**src/proc_cfg.svh**
```systemverilog
`ifndef PROC_CFG_SVH
`define PROC_CFG_SVH

// Data and instruction word width
`define PROC_WIDTH 16

// Architectural registers, 3-bit index
`define PROC_REGS 8

// Word-addressed memories, low 8 address bits used
`define PROC_IMEM_DEPTH 256
`define PROC_DMEM_DEPTH 256

`endif

```
**src/ctrl_pkg.sv**
```systemverilog
`default_nettype none

package ctrl_pkg;

   // ALU operation picked by decode
   typedef enum logic [1:0] {
      // A plus B
      ALU_ADD = 2'b00,
      // A minus B
      ALU_SUB = 2'b01,
      ALU_XOR = 2'b10,
      ALU_AND = 2'b11
   } alu_op_e;

   // Source of the value written back to the register file
   typedef enum logic [1:0] {
      // ALU result
      WB_ALU = 2'b00,
      // Data memory read
      WB_MEM = 2'b01,
      // Return address for JAL
      WB_PC  = 2'b10
   } wb_sel_e;

endpackage

`default_nettype wire

```
**src/execute.sv**
```systemverilog
`default_nettype none
`timescale 1ns/1ps

`include "proc_cfg.svh"

module execute (
   input  wire logic [`PROC_WIDTH-1:0] operand_a,
   input  wire logic [`PROC_WIDTH-1:0] operand_b,
   input  wire logic [`PROC_WIDTH-1:0] immediate,
   input  wire logic                    alu_src,
   input  wire ctrl_pkg::alu_op_e       alu_op,
   output logic      [`PROC_WIDTH-1:0] alu_out
);

   logic [`PROC_WIDTH-1:0] b;

   // Immediate forms replace the rt operand
   assign b = alu_src ? immediate : operand_b;

   always_comb begin
      alu_out = operand_a + b;
      case (alu_op)
         ctrl_pkg::ALU_SUB: alu_out = operand_a - b;
         ctrl_pkg::ALU_XOR: alu_out = operand_a ^ b;
         ctrl_pkg::ALU_AND: alu_out = operand_a & b;
         // ALU_ADD keeps the sum
         default: ;
      endcase
   end

endmodule

`default_nettype wire

```
**config.mk**
```make
export PLATFORM = sky130hd
export DESIGN_NAME = execute
export DESIGN_NICKNAME = d
export VERILOG_FILES = /design/src/ctrl_pkg.sv /design/src/execute.sv
export VERILOG_INCLUDE_DIRS = /design/src
export SDC_FILE = /design/constraint.sdc
export NUM_CORES = 1
export LEC_CHECK = 0
export ABC_AREA = 1
export BUFFER_PORTS_ARGS = -buffer_cell sky130_fd_sc_hd__clkbuf_2
export CORE_MARGIN = 1.5
export CORE_UTILIZATION = 43
export DETAILED_ROUTE_END_ITERATION = 8
export PLACE_DENSITY_LB_ADDON = 0.12
export REMOVE_ABC_BUFFERS = 1
export SLEW_MARGIN = 20
export SYNTH_ARGS = -nofsm -noshare
export SYNTH_HDL_FRONTEND = slang
export SYNTH_SLANG_ARGS = --single-unit
```
**constraint.sdc**
```tcl
create_clock -name vclk -period 7.2
set_clock_uncertainty 0.05 [all_clocks]
set_input_delay 0.36 -clock vclk [all_inputs]
set_output_delay 0.36 -clock vclk [all_outputs]
set_load 0.05 [all_outputs]
```
Yosys cells after proc, flatten, opt, wreduce, memory -nomap -nowiden:

Index checks and enable logic that the tools add are counted.

* word-level logic and storage cells: 9
* output and inout bits: 16
* flip-flop bits (word level): 0
* input bits: 51

* add/sub/neg operators: 2
* bitwise operators: 2
* multiplexer cells: 2
* equality and inequality tests: 3

Operator list (count)
* 16-bit case mux with 3 select lines: 1
* 16-bit adder: 1
* 16-bit bitwise AND: 1
* 16-bit two-way mux: 1
* 16-bit subtractor: 1
* 16-bit XOR: 1
* 2-bit equality test (second input constant): 2
* 2-bit by 1-bit equality test with 1-bit output (second input constant): 1

Logic depth before layout (Yosys ltp):

* word-level depth: 3
* gate-level depth with buffers: 22
* gate-level depth less buffers: 22

Worst setup path before layout:

No wires, ideal clock.

* path kind: input to output
* start point: in alu_src
* end point: out alu_out[10]
* slack: 3.718 ns
* data required time: 6.790 ns
* arrival time: 3.072 ns
* cell stages on the path: 18
* path buffers: 1
* cells stage by stage: buf_6 nand2_1 nand2_1 inv_1 ha_1 inv_1 nor2_4 nand3_4 nor2_4 a21oi_1 xor2_1 ha_1 nand2_1 nor2_1 nand3_1 nand3_1 nor2_1 o211ai_1

* longest elaborated chain between the ends: 3
* elaborated cells on any way between the ends: 6
* those cells by class: 2 x add/sub; 2 x mux; 2 x bitwise

RTL lines
* start: declaration: line execute.sv:10 `input wire logic alu_src,`
* 16-bit two-way mux (*): line execute.sv:18 `assign b = alu_src ? immediate : operand_b;`
* 16-bit adder, or another cell as far along: line execute.sv:21 `alu_out = operand_a + b;`
* 16-bit case mux with 3 select lines (*): line execute.sv:22 `case (alu_op)`
* end: declaration: line execute.sv:12 `` output logic [`PROC_WIDTH-1:0] alu_out ``

Mark *: on every way between the ends. The rest lies on a longest branch, timed or not.

Final worst setup path:

* start point: in alu_src
* end point: out alu_out[15]

Same word-level chain as after synthesis.

==> impl_metrics.toml <==
[status]
outcome = "completed"

[critical_path]
worstSetupPathType = "in2out"
path_cells = "clkbuf_2, inv_2, nand2_1, nand2_1, inv_1, ha_1, inv_1, nor2_4, nand3_4, nor2_4, nand2_2, nand2_1, xor2_1, ha_1, a21oi_1, o21ai_0, nand2_1, nand2_1, a21oi_1, inv_1, nand2_1, nand3_1, nand2_1, clkbuf_2"
arrival_ns = 3.67
end_kind = "output port"
path_max_fanout = 21
critical_path.max_stage_delay_ns = 0.36
critPathTopFamily = "buffers and inverters"
cp-start-kind = "input pin"
critPathBufInv = 6
path_common_cell = "nand2_1"
cp_slowest_cell = "clkbuf_2"
cp.required_ns = 6.79

[global_route]
grt_pass1_wl_um = 9335
grt_antenna_before_repair = 0
grt_pass1_vias = 2132
track_usage_pct = 20.90
overflow = 0
grt_max_degree = 22

[floorplan]
initial_utilization_pct = 45.00
die_x_um = 73.54
ios = 67
row_count = 25
die-area_um2 = 5408
dieHeight_um = 73.54
core_area_um2 = 4755

[timing]
tns_ns = 0
timing.slew.headroom_pct = 52.41
min_period_over_period_pct = 56.74
fmax_mhz = 244.8
period_minus_slack_ns = 4.085
hold_viol_final = 0
worstMarginPinSlew_ns = 0.7131
worst_slack_ns = 3.115
drv_slew = 0
setup_viol = 0
rsz0062_at_grt = "false"

[routing]
postRouteAntennaNets = 0
drtIter0Drc = 98
viasPerCell = 4.709
dr_total_vias = 2359
drcViolationCount = 0
first_pass_iters = 4
routedWlPerCell_um = 10.75
wl_um = 5387

[place]
post-dp-hpwl_um = 4738
gp_congestion = 0.8951
preCtsSetupSlack_ns = 3.118
dp.cells = 501
io_buffer_count = 67

[synth]
yosysWarnings = 0
netlist_area_um2 = 2140
syn_area_per_cell_um2 = 5.736
ys_types = 32
synthCells = 373
seq_area_frac_synth_pct = 0

[clocking]
cts_hold_buf = 0
ctsResizeCount = 0
cts_setup_buffers = 0

[cells_and_area]
final_layout_size_suffix_gt1_share_pct = 24.65
num-nets-final = 520
area_delta_synth_final_pct = 17.54
diodes = 0
final-instance-count-excl-fill = 501
n_fill_cell = 547
seq_area_um2 = 0
flops_and_latches = 0
clkbuf_count = 0
multi_input_area_um2 = 1836

[hold_path]
hp-class = "in2out"

[pwr]
p_per_area_nw_per_um2 = 120.0
vdd_drop_max_mv = 0.04952
report.power.total_mw = 0.3017
leakage_nw = 1.546

[job]
max_cap_violations = 0
==> per-stage QoR <==
stage               hold slack [ns]  utilization (%)  instance area, um2
detailed placement            1.261            52.84                2512
global placement              1.251            52.84                2512
finish                        1.251            52.89                2515
CTS                           1.262            52.84                2512
global route                  1.315            52.89                2515
floorplan                    0.9811                -                2093
==> report_power, final <==
group	switching, mW	internal, mW
Sequential	0	0
Combinational	0.208	0.0937
Clock	0	0
Total	0.208	0.0937
==> cell type report <==
cell class | count | share of cell area (%)
inverters | 69 | 10.35
repair buffers | 67 | 13.33
multi-input cells | 298 | 72.99
well taps | 67 | 3.333
==> worst paths after layout <==
path	start	end	slack, ns	cells past startpoint
max	alu_src	alu_out[15]	3.12	24
min	operand_a[0]	alu_out[0]	1.25	5
==> cells in the final DEF (no fill, tap or decap), types with 2 or more instances in the layout <==
| cell | instances |
|---|---|
| a21o_1 | 3 |
| a21oi_1 | 20 |
| a22o_1 | 5 |
| a31oi_1 | 2 |
| clkbuf_2 | 67 |
| ha_1 | 32 |
| inv_1 | 65 |
| inv_2 | 2 |
| nand2_1 | 111 |
| nand2_2 | 17 |
| nand2_4 | 10 |
| nand3_1 | 26 |
| nand3b_1 | 2 |
| nand4_1 | 2 |
| nor2_1 | 16 |
| nor2_4 | 5 |
| nor3_1 | 3 |
| o21ai_0 | 15 |
| o21ai_1 | 2 |
| o21ai_2 | 3 |
| o21bai_1 | 4 |
| xor2_1 | 14 |
==> tightest hold or removal path, stage by stage <==
cell and delay (ns):
clkbuf_2 0.09, inv_1 0.05, ha_1 0.11, o21ai_0 0.08, clkbuf_2 0.24
==> synth_stat cells, types with 4 or more instances <==
| master | instances | share of area, % |
|---|---|---|
| nand2_1 | 111 | 19 |
| inv_1 | 65 | 11 |
| ha_1 | 32 | 19 |
| nand3_1 | 26 | 6.1 |
| a21oi_1 | 20 | 4.7 |
| nand2_2 | 17 | 5.0 |
| nor2_1 | 17 | 3.0 |
| o21ai_0 | 15 | 3.5 |
| xor2_1 | 14 | 5.7 |
| nand2_4 | 10 | 5.3 |
| a22o_1 | 5 | 2.0 |
| nor2_4 | 5 | 2.6 |
| o21bai_1 | 4 | 1.4 |
==> kinds of logic (layout without fill, tap and decap cells) <==
| group | count (synthesis) | count (layout) | synth area share [%] |
|---|---|---|---|
| buf+inv | 75 | 136 | 14.33 |
| xor+xnor | 15 | 15 | 6.141 |
| fa+ha+maj | 33 | 33 | 19.65 |
| compound gates | 56 | 56 | 15.67 |
| simple gates | 194 | 194 | 44.21 |
==> per-layer routing <==
| metal | global-route usage (%) | part of all wire, % |
|---|---|---|
| met5 | 0 | 0 |
| met4 | 0 | 0 |
| met3 | 0 | 3.7 |
| met2 | 35.44 | 45 |
| met1 | 31.48 | 52 |
(Power assumes the default switching activity.)
