[config.mk]
export PLATFORM = sky130hd
export DESIGN_NAME = memory
export DESIGN_NICKNAME = d
export VERILOG_FILES = /design/src/ctrl_pkg.sv /design/src/memory.sv
export VERILOG_INCLUDE_DIRS = /design/src
export SDC_FILE = /design/constraint.sdc
export NUM_CORES = 2
export LEC_CHECK = 0
export BUFFER_PORTS_ARGS = -buffer_cell sky130_fd_sc_hd__buf_2
export CAP_MARGIN = 20
export CORE_MARGIN = 3
export CORE_UTILIZATION = 43
export CTS_CLUSTER_SIZE = 10
export DETAILED_ROUTE_END_ITERATION = 7
export MAX_ROUTING_LAYER = met4
export PLACE_DENSITY = 0.58
export SYNTH_ARGS = -nofsm -noshare
export SYNTH_HDL_FRONTEND = slang
export SYNTH_SLANG_ARGS = --single-unit
[constraint.sdc]
create_clock -name clk -period 4.3 [get_ports clk]
set_input_delay 0.645 -clock clk [delete_from_list [all_inputs] [get_ports clk]]
set_output_delay 0.645 -clock clk [all_outputs]
set_load 0.05 [all_outputs]
[src/proc_cfg.svh]
`ifndef PROC_CFG_SVH
`define PROC_CFG_SVH

// Data and instruction word width
`define PROC_WIDTH 16

// Architectural registers, 3-bit index
`define PROC_REGS 8

// Word-addressed memories, low 8 address bits used
`define PROC_IMEM_DEPTH 256
`define PROC_DMEM_DEPTH 256

`endif

[src/ctrl_pkg.sv]
`default_nettype none

package ctrl_pkg;

   // ALU operation picked by decode
   typedef enum logic [1:0] {
      // A plus B
      ALU_ADD = 2'b00,
      // A minus B
      ALU_SUB = 2'b01,
      ALU_XOR = 2'b10,
      ALU_AND = 2'b11
   } alu_op_e;

   // Source of the value written back to the register file
   typedef enum logic [1:0] {
      // ALU result
      WB_ALU = 2'b00,
      // Data memory read
      WB_MEM = 2'b01,
      // Return address for JAL
      WB_PC  = 2'b10
   } wb_sel_e;

endpackage

`default_nettype wire

[src/memory.sv]
`default_nettype none
`timescale 1ns/1ps

`include "proc_cfg.svh"

module memory (
   input  wire logic                    clk,
   input  wire logic [`PROC_WIDTH-1:0] alu_out,
   input  wire logic [`PROC_WIDTH-1:0] store_data,
   input  wire logic                    mem_write,
   input  wire ctrl_pkg::wb_sel_e       wb_sel,
   input  wire logic [`PROC_WIDTH-1:0] inc_pc,
   output logic      [`PROC_WIDTH-1:0] wb_data
);

   logic [`PROC_WIDTH-1:0]              dmem [0:`PROC_DMEM_DEPTH-1];
   logic [$clog2(`PROC_DMEM_DEPTH)-1:0] addr;

   // Word address from the low ALU bits
   assign addr = alu_out[$clog2(`PROC_DMEM_DEPTH)-1:0];

   always_ff @(posedge clk) begin
      if (mem_write) begin
         dmem[addr] <= store_data;
      end
   end

   // Writeback choice, read is combinational
   always_comb begin
      case (wb_sel)
         ctrl_pkg::WB_MEM: wb_data = dmem[addr];
         ctrl_pkg::WB_PC:  wb_data = inc_pc;
         default:          wb_data = alu_out;
      endcase
   end

endmodule

`default_nettype wire

# Word-level counts from Yosys, hierarchy flattened
# Memory sizes are Yosys's and may differ from the RTL's.
# Index checks and enable logic that the tools add are counted.
[totals] output_inout_bits=16 memories=1 elab_cells=6 ff_bits=0 ram_bits=4096
[mem_list] memory="dmem" depth=256 word_bits=16 read_ports=1 rd_clocked_by_memory_dff=0 wr=1 line="memory.sv:16" source="logic [`PROC_WIDTH-1:0] dmem [0:`PROC_DMEM_DEPTH-1];"
[op_classes] eq_ne=2 n_mux=3
[op_table] op="one-hot mux 16 bit (2 select lines)" count=1
[op_table] op="equality test 2 x 1 -> 1 bit (second input constant)" count=1
[op_table] op="equality test 2 bit (second input constant)" count=1
[op_table] op="two-way mux 1 bit" count=2

# Depth between registers and ports, before layout
[logic_depth] depth_word=2 ltp_mapped=11

# Worst setup path after synthesis
# No wires, ideal clock.
[synth_timing] path_kind="input-to-output" start="input alu_out[1]" end="output wb_data[6]" arrival_ps=3356 path_slack_ps=299 path_stages=10 path_buffers=4 required_time_ps=3655 cell_sequence="clkbuf_1 > buf_2 > clkbuf_1 > clkbuf_1 > mux4_2 > mux4_2 > o21ai_0 > o21ai_0 > o211ai_1 > o2111ai_1"
[synth_between] elab_chain_len=2
[synth_lines] item="start: declaration" line="memory.sv:8" source="input wire logic [`PROC_WIDTH-1:0] alu_out,"
[synth_lines] item="memory read (256 x 16 bit)"
[synth_lines] item="one-hot mux 16 bit (2 select lines)" line="memory.sv:30" source="case (wb_sel)"
[synth_lines] item="end: declaration" line="memory.sv:13" source="output logic [`PROC_WIDTH-1:0] wb_data"
# No other way between the ends.

# Final worst setup path
[layout_timing] start="input alu_out[0]" end="output wb_data[0]"
[layout_between] elab_chain_len=2
[layout_lines] item="memory read (256 x 16 bit)"
[layout_lines] item="one-hot mux 16 bit (2 select lines) (*)" line="memory.sv:30"
# Every way passes the cells marked *; elsewhere a longest branch is shown, timed or not.

==> results_dict.tcl <==
set metrics [dict create \
    tightestPinTransition_ps 1250 \
    yosysSeqAreaShare_pct 79.1 \
    vdd.ir_drop.worst_uv 355 \
    gr-total-overflow 0 \
    placeableCoreArea_sq_um 359000 \
    finish.instance_area_sq_um 184000 \
    synth_area_leaders "edfxtp_1, mux4_2, a22oi_1, a21oi_1, clkbuf_1" \
    met2_wirelength_mm 206 \
    wl_per_cell_um 33.9 \
    outcome "finished with violations" \
    maxClockFrequency_ghz 0.222 \
    synth_nets 6806 \
    detail_route.iter0.violations 10300 \
    rows 220 \
    synth_warnings 0 \
    largest_register_ffs 4096 \
    setup.worst_path.start "alu_out[0]" \
    path_clk_slew_ps 50 \
    number_of_iterations_in_the_first_detailed_routing_pass 5 \
    io_buffer_count 67 \
    setup_repair_after_global_routing_missed_its_margin "yes" \
    grt_max_degree 144 \
    utilization_pct 51.2 \
    postPlaceCellArea_sq_um 169000 \
    initial_cell_density_of_the_core_pct 43.3 \
    crit_path_start_kind "primary input" \
    failed_checks "setup timing" \
    die_area_sq_um 369000 \
    synth_area_sq_um 156000 \
    finish.cell_count_without_fillers 12700 \
    layout.filler_cells 28100 \
    final_layout_size_suffix_gt1_share_pct 36.4 \
    required_ps 3650 \
    postLayoutSetupSlackWorst_ps -209 \
    floorplan.die.width_um 607 \
    antenna_violations_before_repair 13 \
    hold_buffers_post_cts 0 \
    synth.largest_area_cell "edfxtp_1" \
    worst_setup_path_endpoint "wb_data[0]" \
    top_register "dmem" \
    first_global_vias 78600 \
    dr.max_layer_used "met4" \
    boundaryPins 68 \
    wl_met1_mm 176 \
    number_of_nets_in_the_layout 7937 \
    dp_cells 12100 \
    dr_wl_met3_mm 35.9 \
    floorplan.die.height_um 607 \
    gr-usage-all-layers_pct 24.0 \
    drt.antenna.violating_nets 0 \
    synth.ff_latch_count 4096 \
    gpl.final_weighted_congestion 0.874 \
    hold_viol 0 \
    area_growth_syn_to_layout_pct 18.4 \
    total_power_w 0.0824 \
    post-synth-top-area-fraction_pct 79.1 \
    synth.distinct_cells 34 \
    leading_registers_by_flop_count "dmem (4096)" \
    timing.max_slew.rel_slack_pct 16.4 \
    power.static_leakage_nw 57.7 \
    crit_fanout 11 \
    first_pass_grt_wire_length_mm 613 \
    power_density_nw_per_um2 448 \
    cts_buffer_count 455 \
    setup_viol 12 \
    place_worst_setup_slack_ps -952 \
    final_period_minus_worst_setup_slack_ps 4510 \
    routed_wirelength_mm 433 \
    post-dp-hpwl_mm 266 \
    min_period_over_period_pct 105 \
    hold_path_class "in2reg" \
    timing.critical_path.arrival_ps 3860 \
    worstSetupEndpointType "output port" \
    category_of_the_critical_setup_timing_path "in2out" \
    cts-root-buf "clkbuf_16" \
    routed_via_density 6.10 \
    timing_max_transition_violations_final 0 \
    num_vias 77700 \
    post-route-drc-count 0 \
    netlist_instances 6752 \
    max-clock-path-buffers 4 \
    postSynthAreaPerCell_sq_um 23.0 \
    clock_tree_from_tritoncts "done" \
    tritoncts_sinks 4096 \
    maxCapViolations 0 \
    htree_levels 5 \
]
stage by stage:
step | TNS [ps] | hold slack, ps
floorplan | 0 | 744
global placement | -8580 | 1140
detailed placement | -8630 | 1150
CTS | -1850 | 60.9
global route | -1790 | 94.3
finish | -1200 | 111
how the worst min path moves through the flow:
stage	cells past startpoint	slack (ps)	start	endpoint
after floorplan	0	740	store_data[0]	dmem[0][0]
after global placement	1	1140	store_data[1]	dmem[50][1]
after detailed placement	1	1150	store_data[1]	dmem[51][1]
after CTS	1	60	store_data[1]	dmem[17][1]
after global routing	1	90	store_data[1]	dmem[17][1]
final	1	110	store_data[1]	dmem[17][1]
layer usage:
layer  vias up  GRT usage [%]
met3       600           4.36
met5         -              -
met1     42200           33.4
met4         0           7.35
li1      31200              -
met2      3666           36.3
cell usage in the layout (no fill, tap or decap), types with 39 or more instances in the layout:
cell type / count
buf_4: 849
clkbuf_16: 457
a21oi_2: 51
a22oi_2: 78
a21oi_1: 189
mux4_2: 1042
nand2_1: 40
buf_12: 122
nor2_1: 219
o41ai_2: 39
edfxtp_1: 4096
a22oi_1: 403
buf_6: 42
report_power, final:
group	total, W	internal [W]	switching (W)	leakage, nW
registers	0.0441	0.0440	0.0000182	36.8
clock network	0.0334	0.0188	0.0147	5.92
logic	0.00489	0.00190	0.00299	15.0
total	0.0824	0.0647	0.0177	57.7
synthesized netlist by cell type, drive strengths merged:
master   count
edfxtp    4096
mux4      1042
a22oi      481
a21oi      255
clkbuf     252
nor2       234
buf        171
o41ai       60
nand2       44
nor3        32
nand3       13
nor2b       13
a41o         8
a21o         7
nand2b       7
nand3b       7
nand4        7
and2         3
inv          3
clkinv       2
ha           2
mux2i        2
o21ai        2
or2          2
a2111oi      1
a31oi        1
o2111ai      1
o211ai       1
o311a        1
o31ai        1
or3          1
cell families after synthesis:
logic type	Yosys count	synth area share (%)
compound gates	819	3.60
fa+ha+maj	2	0.0161
buf+inv	428	1.19
flops	4096	79.1
mux	1044	15.1
simple gates	363	0.982
area by class of cell:
class / count / area [sq um] / share of cell area [%]
sequential: 4096 / 123000 / 66.8
multi-input combinational: 2228 / 32300 / 17.6
clock buffer: 489 / 11500 / 6.27
timing repair buffer: 1097 / 10600 / 5.75
tap: 4773 / 5970 / 3.24
clock inverter: 47 / 608 / 0.330
antenna: 8 / 20.0 / 0.0109
inverter: 5 / 18.8 / 0.0102
worst max-delay path: stages:
cell     delay (ps)
buf_16          150
buf_16          190
buf_12          110
buf_12          150
mux4_2          510
a22oi_2         200
buf_4           160
a21oi_4          90
o41ai_4         600
buf_4           230
nand4_1         140
buf_4           210
a21o_4          220
buf_8           150
repair_timing:
item / in CTS / in global routing
pin swaps: 52 / 38
endpoints found under the setup margin: 16 / 16
gates cloned: 10 / 1
buffers inserted: 35 / 10
gates resized for setup: 230 / 103
(Power assumes the default switching activity.)
