<file path="config.mk">
export PLATFORM = sky130hd
export DESIGN_NAME = fetch
export DESIGN_NICKNAME = d
export VERILOG_FILES = /design/src/isa_pkg.sv /design/src/fetch.sv
export VERILOG_INCLUDE_DIRS = /design/src
export SDC_FILE = /design/constraint.sdc
export NUM_CORES = 2
export LEC_CHECK = 0
export BUFFER_PORTS_ARGS = -buffer_cell sky130_fd_sc_hd__buf_2
export CORE_MARGIN = 4
export CORE_UTILIZATION = 60
export DETAILED_ROUTE_END_ITERATION = 12
export PLACE_DENSITY = 0.76
export SYNTH_ARGS = -nofsm -noshare
export SYNTH_HDL_FRONTEND = slang
export SYNTH_SLANG_ARGS = --single-unit
export TNS_END_PERCENT = 50
</file>
<file path="constraint.sdc">
create_clock -name clk -period 4.2 [get_ports clk]
set_clock_uncertainty 0.1 [all_clocks]
set_input_delay 0.84 -clock clk [delete_from_list [all_inputs] [get_ports clk]]
set_output_delay 0.84 -clock clk [all_outputs]
set_load 0.005 [all_outputs]
</file>
<file path="src/proc_cfg.svh">
`ifndef PROC_CFG_SVH
`define PROC_CFG_SVH

// Data and instruction word width
`define PROC_WIDTH 16

// Architectural registers, 3-bit index
`define PROC_REGS 8

// Word-addressed memories, low 8 address bits used
`define PROC_IMEM_DEPTH 256
`define PROC_DMEM_DEPTH 256

`endif

</file>
<file path="src/isa_pkg.sv">
`default_nettype none

package isa_pkg;

   // Opcodes live in bits 15..11
   localparam logic [4:0] OP_HALT  = 5'b00000;
   localparam logic [4:0] OP_NOP   = 5'b00001;
   localparam logic [4:0] OP_J     = 5'b00100;
   localparam logic [4:0] OP_JR    = 5'b00101;
   localparam logic [4:0] OP_JAL   = 5'b00110;
   localparam logic [4:0] OP_ADDI  = 5'b01000;
   localparam logic [4:0] OP_SUBI  = 5'b01001;
   localparam logic [4:0] OP_XORI  = 5'b01010;
   localparam logic [4:0] OP_ANDI  = 5'b01011;
   localparam logic [4:0] OP_BEQZ  = 5'b01100;
   localparam logic [4:0] OP_BNEZ  = 5'b01101;
   localparam logic [4:0] OP_ST    = 5'b10000;
   localparam logic [4:0] OP_LD    = 5'b10001;
   localparam logic [4:0] OP_RTYPE = 5'b11011;

   // Function field of RTYPE
   localparam logic [1:0] FN_ADD = 2'b00;
   localparam logic [1:0] FN_SUB = 2'b01;
   localparam logic [1:0] FN_XOR = 2'b10;
   localparam logic [1:0] FN_AND = 2'b11;

   // Register-register format
   typedef struct packed {
      logic [4:0] opcode;
      logic [2:0] rs;
      logic [2:0] rt;
      logic [2:0] rd;
      logic [1:0] func;
   } r_fmt_t;

   // Immediate format, rd sits where rt does in R format
   typedef struct packed {
      logic [4:0] opcode;
      logic [2:0] rs;
      logic [2:0] rd;
      logic [4:0] imm5;
   } i_fmt_t;

   // Jump format
   typedef struct packed {
      logic [4:0]  opcode;
      logic [10:0] disp11;
   } j_fmt_t;

   // One instruction word, three ways to read it
   typedef union packed {
      r_fmt_t r;
      i_fmt_t i;
      j_fmt_t j;
   } instr_u;

endpackage

`default_nettype wire

</file>
<file path="src/fetch.sv">
`default_nettype none
`timescale 1ns/1ps

`include "proc_cfg.svh"

module fetch (
   input  wire logic                                 clk,
   input  wire logic                                 reset,
   input  wire logic                                 load_en,
   input  wire logic [$clog2(`PROC_IMEM_DEPTH)-1:0] load_addr,
   input  wire logic [`PROC_WIDTH-1:0]              load_data,
   input  wire logic                                 take_target,
   input  wire logic [`PROC_WIDTH-1:0]              target,
   input  wire logic                                 halt_req,
   input  wire logic                                 illegal,
   output isa_pkg::instr_u                           instruction,
   output logic      [`PROC_WIDTH-1:0]              inc_pc,
   output logic                                      issue,
   output logic                                      halted,
   output logic                                      err
);

   logic [`PROC_WIDTH-1:0] pc;
   logic [`PROC_WIDTH-1:0] imem [0:`PROC_IMEM_DEPTH-1];

   // Load port, written only by the testbench
   always_ff @(posedge clk) begin
      if (load_en) begin
         imem[load_addr] <= load_data;
      end
   end

   // Asynchronous read, low address bits only
   assign instruction = imem[pc[$clog2(`PROC_IMEM_DEPTH)-1:0]];
   assign inc_pc      = pc + 1'b1;

   // Current instruction completes this cycle
   assign issue = !halted && !load_en;

   always_ff @(posedge clk) begin
      if (reset) begin
         pc     <= '0;
         halted <= 1'b0;
         err    <= 1'b0;
      end else if (issue) begin
         // PC parks on the stopping instruction
         if (halt_req || illegal) begin
            halted <= 1'b1;
         end else begin
            pc <= take_target ? target : inc_pc;
         end
         // Sticky until reset
         if (illegal) begin
            err <= 1'b1;
         end
      end
   end

endmodule

`default_nettype wire

</file>
### Yosys cells after proc, flatten, opt, wreduce, memory -nomap -nowiden

Memories as Yosys holds them, arrays and structs flattened. A register that Yosys moved wholly into a read port is not among the register bits.
Cells that the tools add are included.

| storage, ports and cells | value |
|---|---|
| register bits | 18 |
| bits in latches | 0 |
| memory bits (writable) | 4,096 |
| ROM bits | 0 |
| output and inout bits | 35 |
| word-level logic and storage cells | 18 |
| memories kept | 1 |

Memory list:

| memory | depth | width | rd ports | clocked after memory_dff | wr ports | RTL line | RTL |
|---|---|---|---|---|---|---|---|
| imem | 256 | 16 | 1 | 1 | 1 | fetch.sv:24 | `` logic [`PROC_WIDTH-1:0] imem [0:`PROC_IMEM_DEPTH-1]; `` |

| operators by class | value |
|---|---|
| $add $sub $neg | 1 |
| multipliers | 0 |
| div/mod/pow operators | 0 |
| $lt $le $gt $ge | 0 |
| eq/ne operators | 0 |
| shift operators | 0 |
| mux-type cells | 5 |
| bitwise gates (word level) | 1 |
| reduce and logical (&&, ||, !) cells | 7 |

Operators by type and width:

| operator | count |
|---|---|
| adder 16 x 1 -> 16 bit, second input constant | 1 |
| 2-to-1 mux 16 bit | 1 |
| 2-to-1 mux 8 bit | 2 |
| AND reduction 2 bit | 3 |
| zero test 1 bit | 2 |
| 2-to-1 mux 1 bit | 2 |
| logical AND 1 bit | 1 |
| logical OR 1 bit | 1 |
| inverter 1 bit | 1 |

### Logic depth before layout (Yosys ltp)

| logic depth | value |
|---|---|
| depth after elaboration | 5 |
| mapped depth | 13 |

### Least setup slack after synthesis

Ideal clock, no wire load.

| timing | value |
|---|---|
| kind | register to output |
| start | reg (tool-made name) |
| end | out instruction[10] (netlist bit) |
| data arrival time | 2,276 ps |
| slack | 984 ps |
| stages on the path, launching flop included | 10 |
| path buffers | 4 |
| cells stage by stage | dfxtp_1 -> buf_6 -> buf_12 -> buf_6 -> buf_2 -> mux4_2 -> mux4_2 -> nand2_1 -> o311a_1 -> nor4_2 |

RTL lines:

| element | RTL line | RTL |
|---|---|---|
| to (decl) | fetch.sv:16 | `output isa_pkg::instr_u instruction,` |

==> qor.yml <==
status:
  run_status: "complete, but fails checks"
  violations: "negative setup slack"
global_route:
  grtUsageTotal_pct: 31.8
  globalRouteOverflowTotal: 0
  grt_first_pass_wirelength_mm: 621
  maximum_number_of_pins_on_one_net_before_global_route_repair: 132
  grt_antenna_before_repair: 12
  number_of_global_route_vias_before_repair: 84574
routing:
  routed_wire_length_per_instance_um: 36.0
  detailedRoute.firstIterationViolations: 13711
  postRouteAntennaNets: 0
  finalWirelength_mm: 439
  drc: 0
  vias: 85111
  first_drt_pass_iteration_count: 9
  vias_per_cell: 6.97
power:
  comb_pwr_share_pct: 4.6
  power_per_cell_area_mw_per_mm2: 460
  power.net_switching_mw: 17.7
  leakagePower_nw: 57.7
  power_report.internal_total_mw: 67.4
  sw_frac_of_total_pct: 20.8
  clock_power_share_pct: 42.1
  vdd.ir_drop.worst_mv: 0.419
  sequentialPowerShare_pct: 53.3
  fin_total_pwr_mw: 85.1
place:
  finalWeightedCongestion: 0.873
  buffer_ports.inserted: 80
  dp_hpwl_mm: 249
  place_ws_ns: -1.06
cts:
  clkLatencyLatePin_ns: 0.93
  tritoncts: "yes"
  path_clk_slew_ns: 0.06
  cts_max_path_buffers: 4
  htree_levels: 5
  clockRootBuffer: "clkbuf_16"
  numCtsBuffers: 399
  clkSinkCount: 4122
final_layout:
  layout.filler_cells: 14643
  area_growth_from_synthesis_to_layout_pct: 16.4
  final_layout_size_suffix_gt1_share_pct: 30.3
  nets: 8398
setup_path:
  crit_type: "flip-flop to output pin"
  critPathRequiredTime_ns: 3.26
  crit_fanout: 28
  worst_r2r_endpoint: "pc[15]$_SDFFE_PP0P_"
  start_kind: "flip-flop"
  critical_path.endpoint_type: "output pin"
  worstPathArrival_ns: 4.28
  reg2reg_setup_slack_ns: 1.79
  worstRegToRegCells: 6
  worstReg2RegStart: "pc[2]$_SDFFE_PP0P_"
hold_path:
  holdPathEnd: "err$_SDFFE_PP0P_"
  hold_path.startpoint: "illegal"
  worstHoldPathType: "primary input to flip-flop"
  worstHoldPathCells: 3
sta:
  timing.slew.headroom_pct: 15.8
  final_critical_period_ns: 5.22
  final_max_slew_viol_count: 0
  rsz0062_at_grt: "true"
  finalCritPeriodShare_pct: 124
  worst_slew_pin_slew_ns: 1.26
  finalSetupViolCount: 16
  final-hold-violation-count: 0
  fmaxAchievable_ghz: 0.192
  layout_setup_ws_ns: -1.02
  fin_worst_hold_slack_ns: 0.112
  setup-tns-final_ns: -15.05
synth:
  seq_cells_post_synth: 4122
  synth-compound-area-share_pct: 4.00
  synthesis.instances: 7356
  number_of_synthesized_flops_with_an_enable_pin: 4096
  yosysWarningCount: 0
  synth.top_cell.area_share_pct: 77.3
  basic_gate_share_of_the_synthesized_area_counting_and_or_nand_and_nor_cells_pct: 1.66
  synth.distinct_cells: 58
  syn_area_per_cell_um2: 21.6
  post_synth_instance_area_mm2: 0.159
  yosys-top-cells-count: "edfxtp_1, mux4_2, mux2i_1"
  yosys.area.top_type: "edfxtp_1"
  post_synth_xor_area_fraction_pct: 0.0770
  synthMostInstantiatedCell: "edfxtp_1"
  synth.area.top_cells: "edfxtp_1, mux4_2, mux2i_1, o221ai_1, a22oi_1"
  async_flop_share_pct: 0
  seq_area_frac_synth_pct: 77.6
  arithmetic_cell_share_of_the_synthesized_area_counting_full_adders_half_adders_and_majority_gates_pct: 0.00786
  synthMuxAreaShare_pct: 14.7
  synthesis.nets: 7403
  synth_top_family_by_area: "multiplexers"
  postSynth.topFlopCell: "edfxtp_1"
die:
  die-width_um: 523
  fp.dieArea_mm2: 0.274
  placeable_area_mm2: 0.263
  boundaryPins: 81
  initial_core_util_pct: 60.5
  placementRows: 188
  die_height_um: 523
flow_run:
  max_cap_violations: 0
## flip-flops by register name, summed over array words and instances, names as in the netlist, named ones only
| register | flops |
|---|---|
| halted | 1 |
| imem | 4096 |
| pc | 16 |
| err | 1 |
## cells in the final DEF (no fill, tap or decap), types with 14 or more instances in the layout
cell type and count:
buf_16 32, mux4_2 799, bufinv_16 47, clkinv_2 66, mux2i_1 494, a211oi_1 27
nand2_1 59, clkbuf_1 82, clkbuf_16 415, a22oi_1 146, buf_6 47, buf_8 23
nand2b_1 25, buf_2 62, dfxtp_1 22, a21oi_1 160, edfxtp_1 4096, o22ai_1 116
a22o_1 36, o221ai_2 50, o211ai_1 31, clkinv_1 98, nand4_1 24, nor3_1 47
nand3_1 25, nor2_1 284, buf_4 760, buf_12 106, o221ai_1 150, a221oi_2 15
o21ai_0 21, mux4_1 14, a22oi_2 34
## final cells by class
| cell class | instances | area [µm²] | area share (%) |
|---|---|---|---|
| diodes | 13 | 32.5 | 0.0176 |
| clock buffers | 488 | 10500 | 5.65 |
| clock inverters | 239 | 2450 | 1.32 |
| inverters | 7 | 31.3 | 0.0169 |
| multi-input cells | 2771 | 33900 | 18.3 |
| flip-flops and latches | 4122 | 124000 | 66.7 |
| well taps | 3515 | 4400 | 2.37 |
| repair buffers | 1050 | 10500 | 5.65 |
## routing by layer
| layer | track usage, % | part of all wire (%) | up-vias | routed length [µm] |
|---|---|---|---|---|
| met1 | 43.0 | 33 | 43717 | 145000 |
| met4 | 17.8 | 6.5 | 0 | 28700 |
| met3 | 6.65 | 13 | 1199 | 55800 |
| met5 | 0 | 0 | - | 0 |
| met2 | 49.3 | 48 | 6855 | 209000 |
| li1 | - | - | 33340 | - |
## kinds of logic after synthesis
family,after synthesis
AO/OA/AOI/OAI,882
XOR/XNOR,14
adder cells (fa/ha/maj),1
buffers and inverters,464
flip-flops,4122
multiplexers,1312
AND/OR/NAND/NOR,561
## power by group through the flow
stage               sequential [mW]  clock [mW]  combinational (mW)
floorplan                      46.2           0                1.73
global placement               46.2           0                3.37
detailed placement             46.2           0                3.48
CTS                            45.3        35.9                3.72
global route                   45.3        37.9                4.06
finish                         45.3        35.9                3.94
## critical path, cell delays in order, from the launching register on
cell	delay, ns
dfxtp_4	0.42
buf_4	0.18
or2_4	0.31
buf_4	0.19
buf_12	0.17
buf_4	0.20
o22ai_1	0.13
a211oi_1	0.07
buf_4	0.17
a211oi_4	0.41
nand4_1	0.32
buf_12	0.22
nor4_4	0.30
buf_2	0.20
## per-stage QoR
step | std cells | utilization [%] | instance area, µm²
4_1_cts | 12140 | 69.8 | 184000
5_1_grt | 12196 | 70.4 | 185000
2_1_floorplan | 7356 | - | 159000
6_report | 12205 | 70.4 | 185000
3_5_place_dp | 11339 | 64.2 | 169000
3_3_place_gp | 11339 | 64.2 | 169000
## worst max path at each step
stage / to / startpoint / slack, ns / cells past startpoint
after floorplan: instruction[10] / flip-flop / 0.98 / 9
after CTS: instruction[4] / flip-flop / -1.09 / 11
final: instruction[11] / flip-flop / -1.02 / 13
after detailed placement: instruction[0] / flip-flop / -1.06 / 12
after global placement: instruction[0] / flip-flop / -0.98 / 12
after global routing: instruction[0] / flip-flop / -1.09 / 13
## repair_timing
action                     in CTS  in global routing
setup endpoints to repair      16                 18
hold buffers                    0                  0
gates cloned                   17                  9
pin swaps                      34                 41
setup buffers                  57                 44
gates resized for setup       165                163
(Power assumes the default switching activity.)
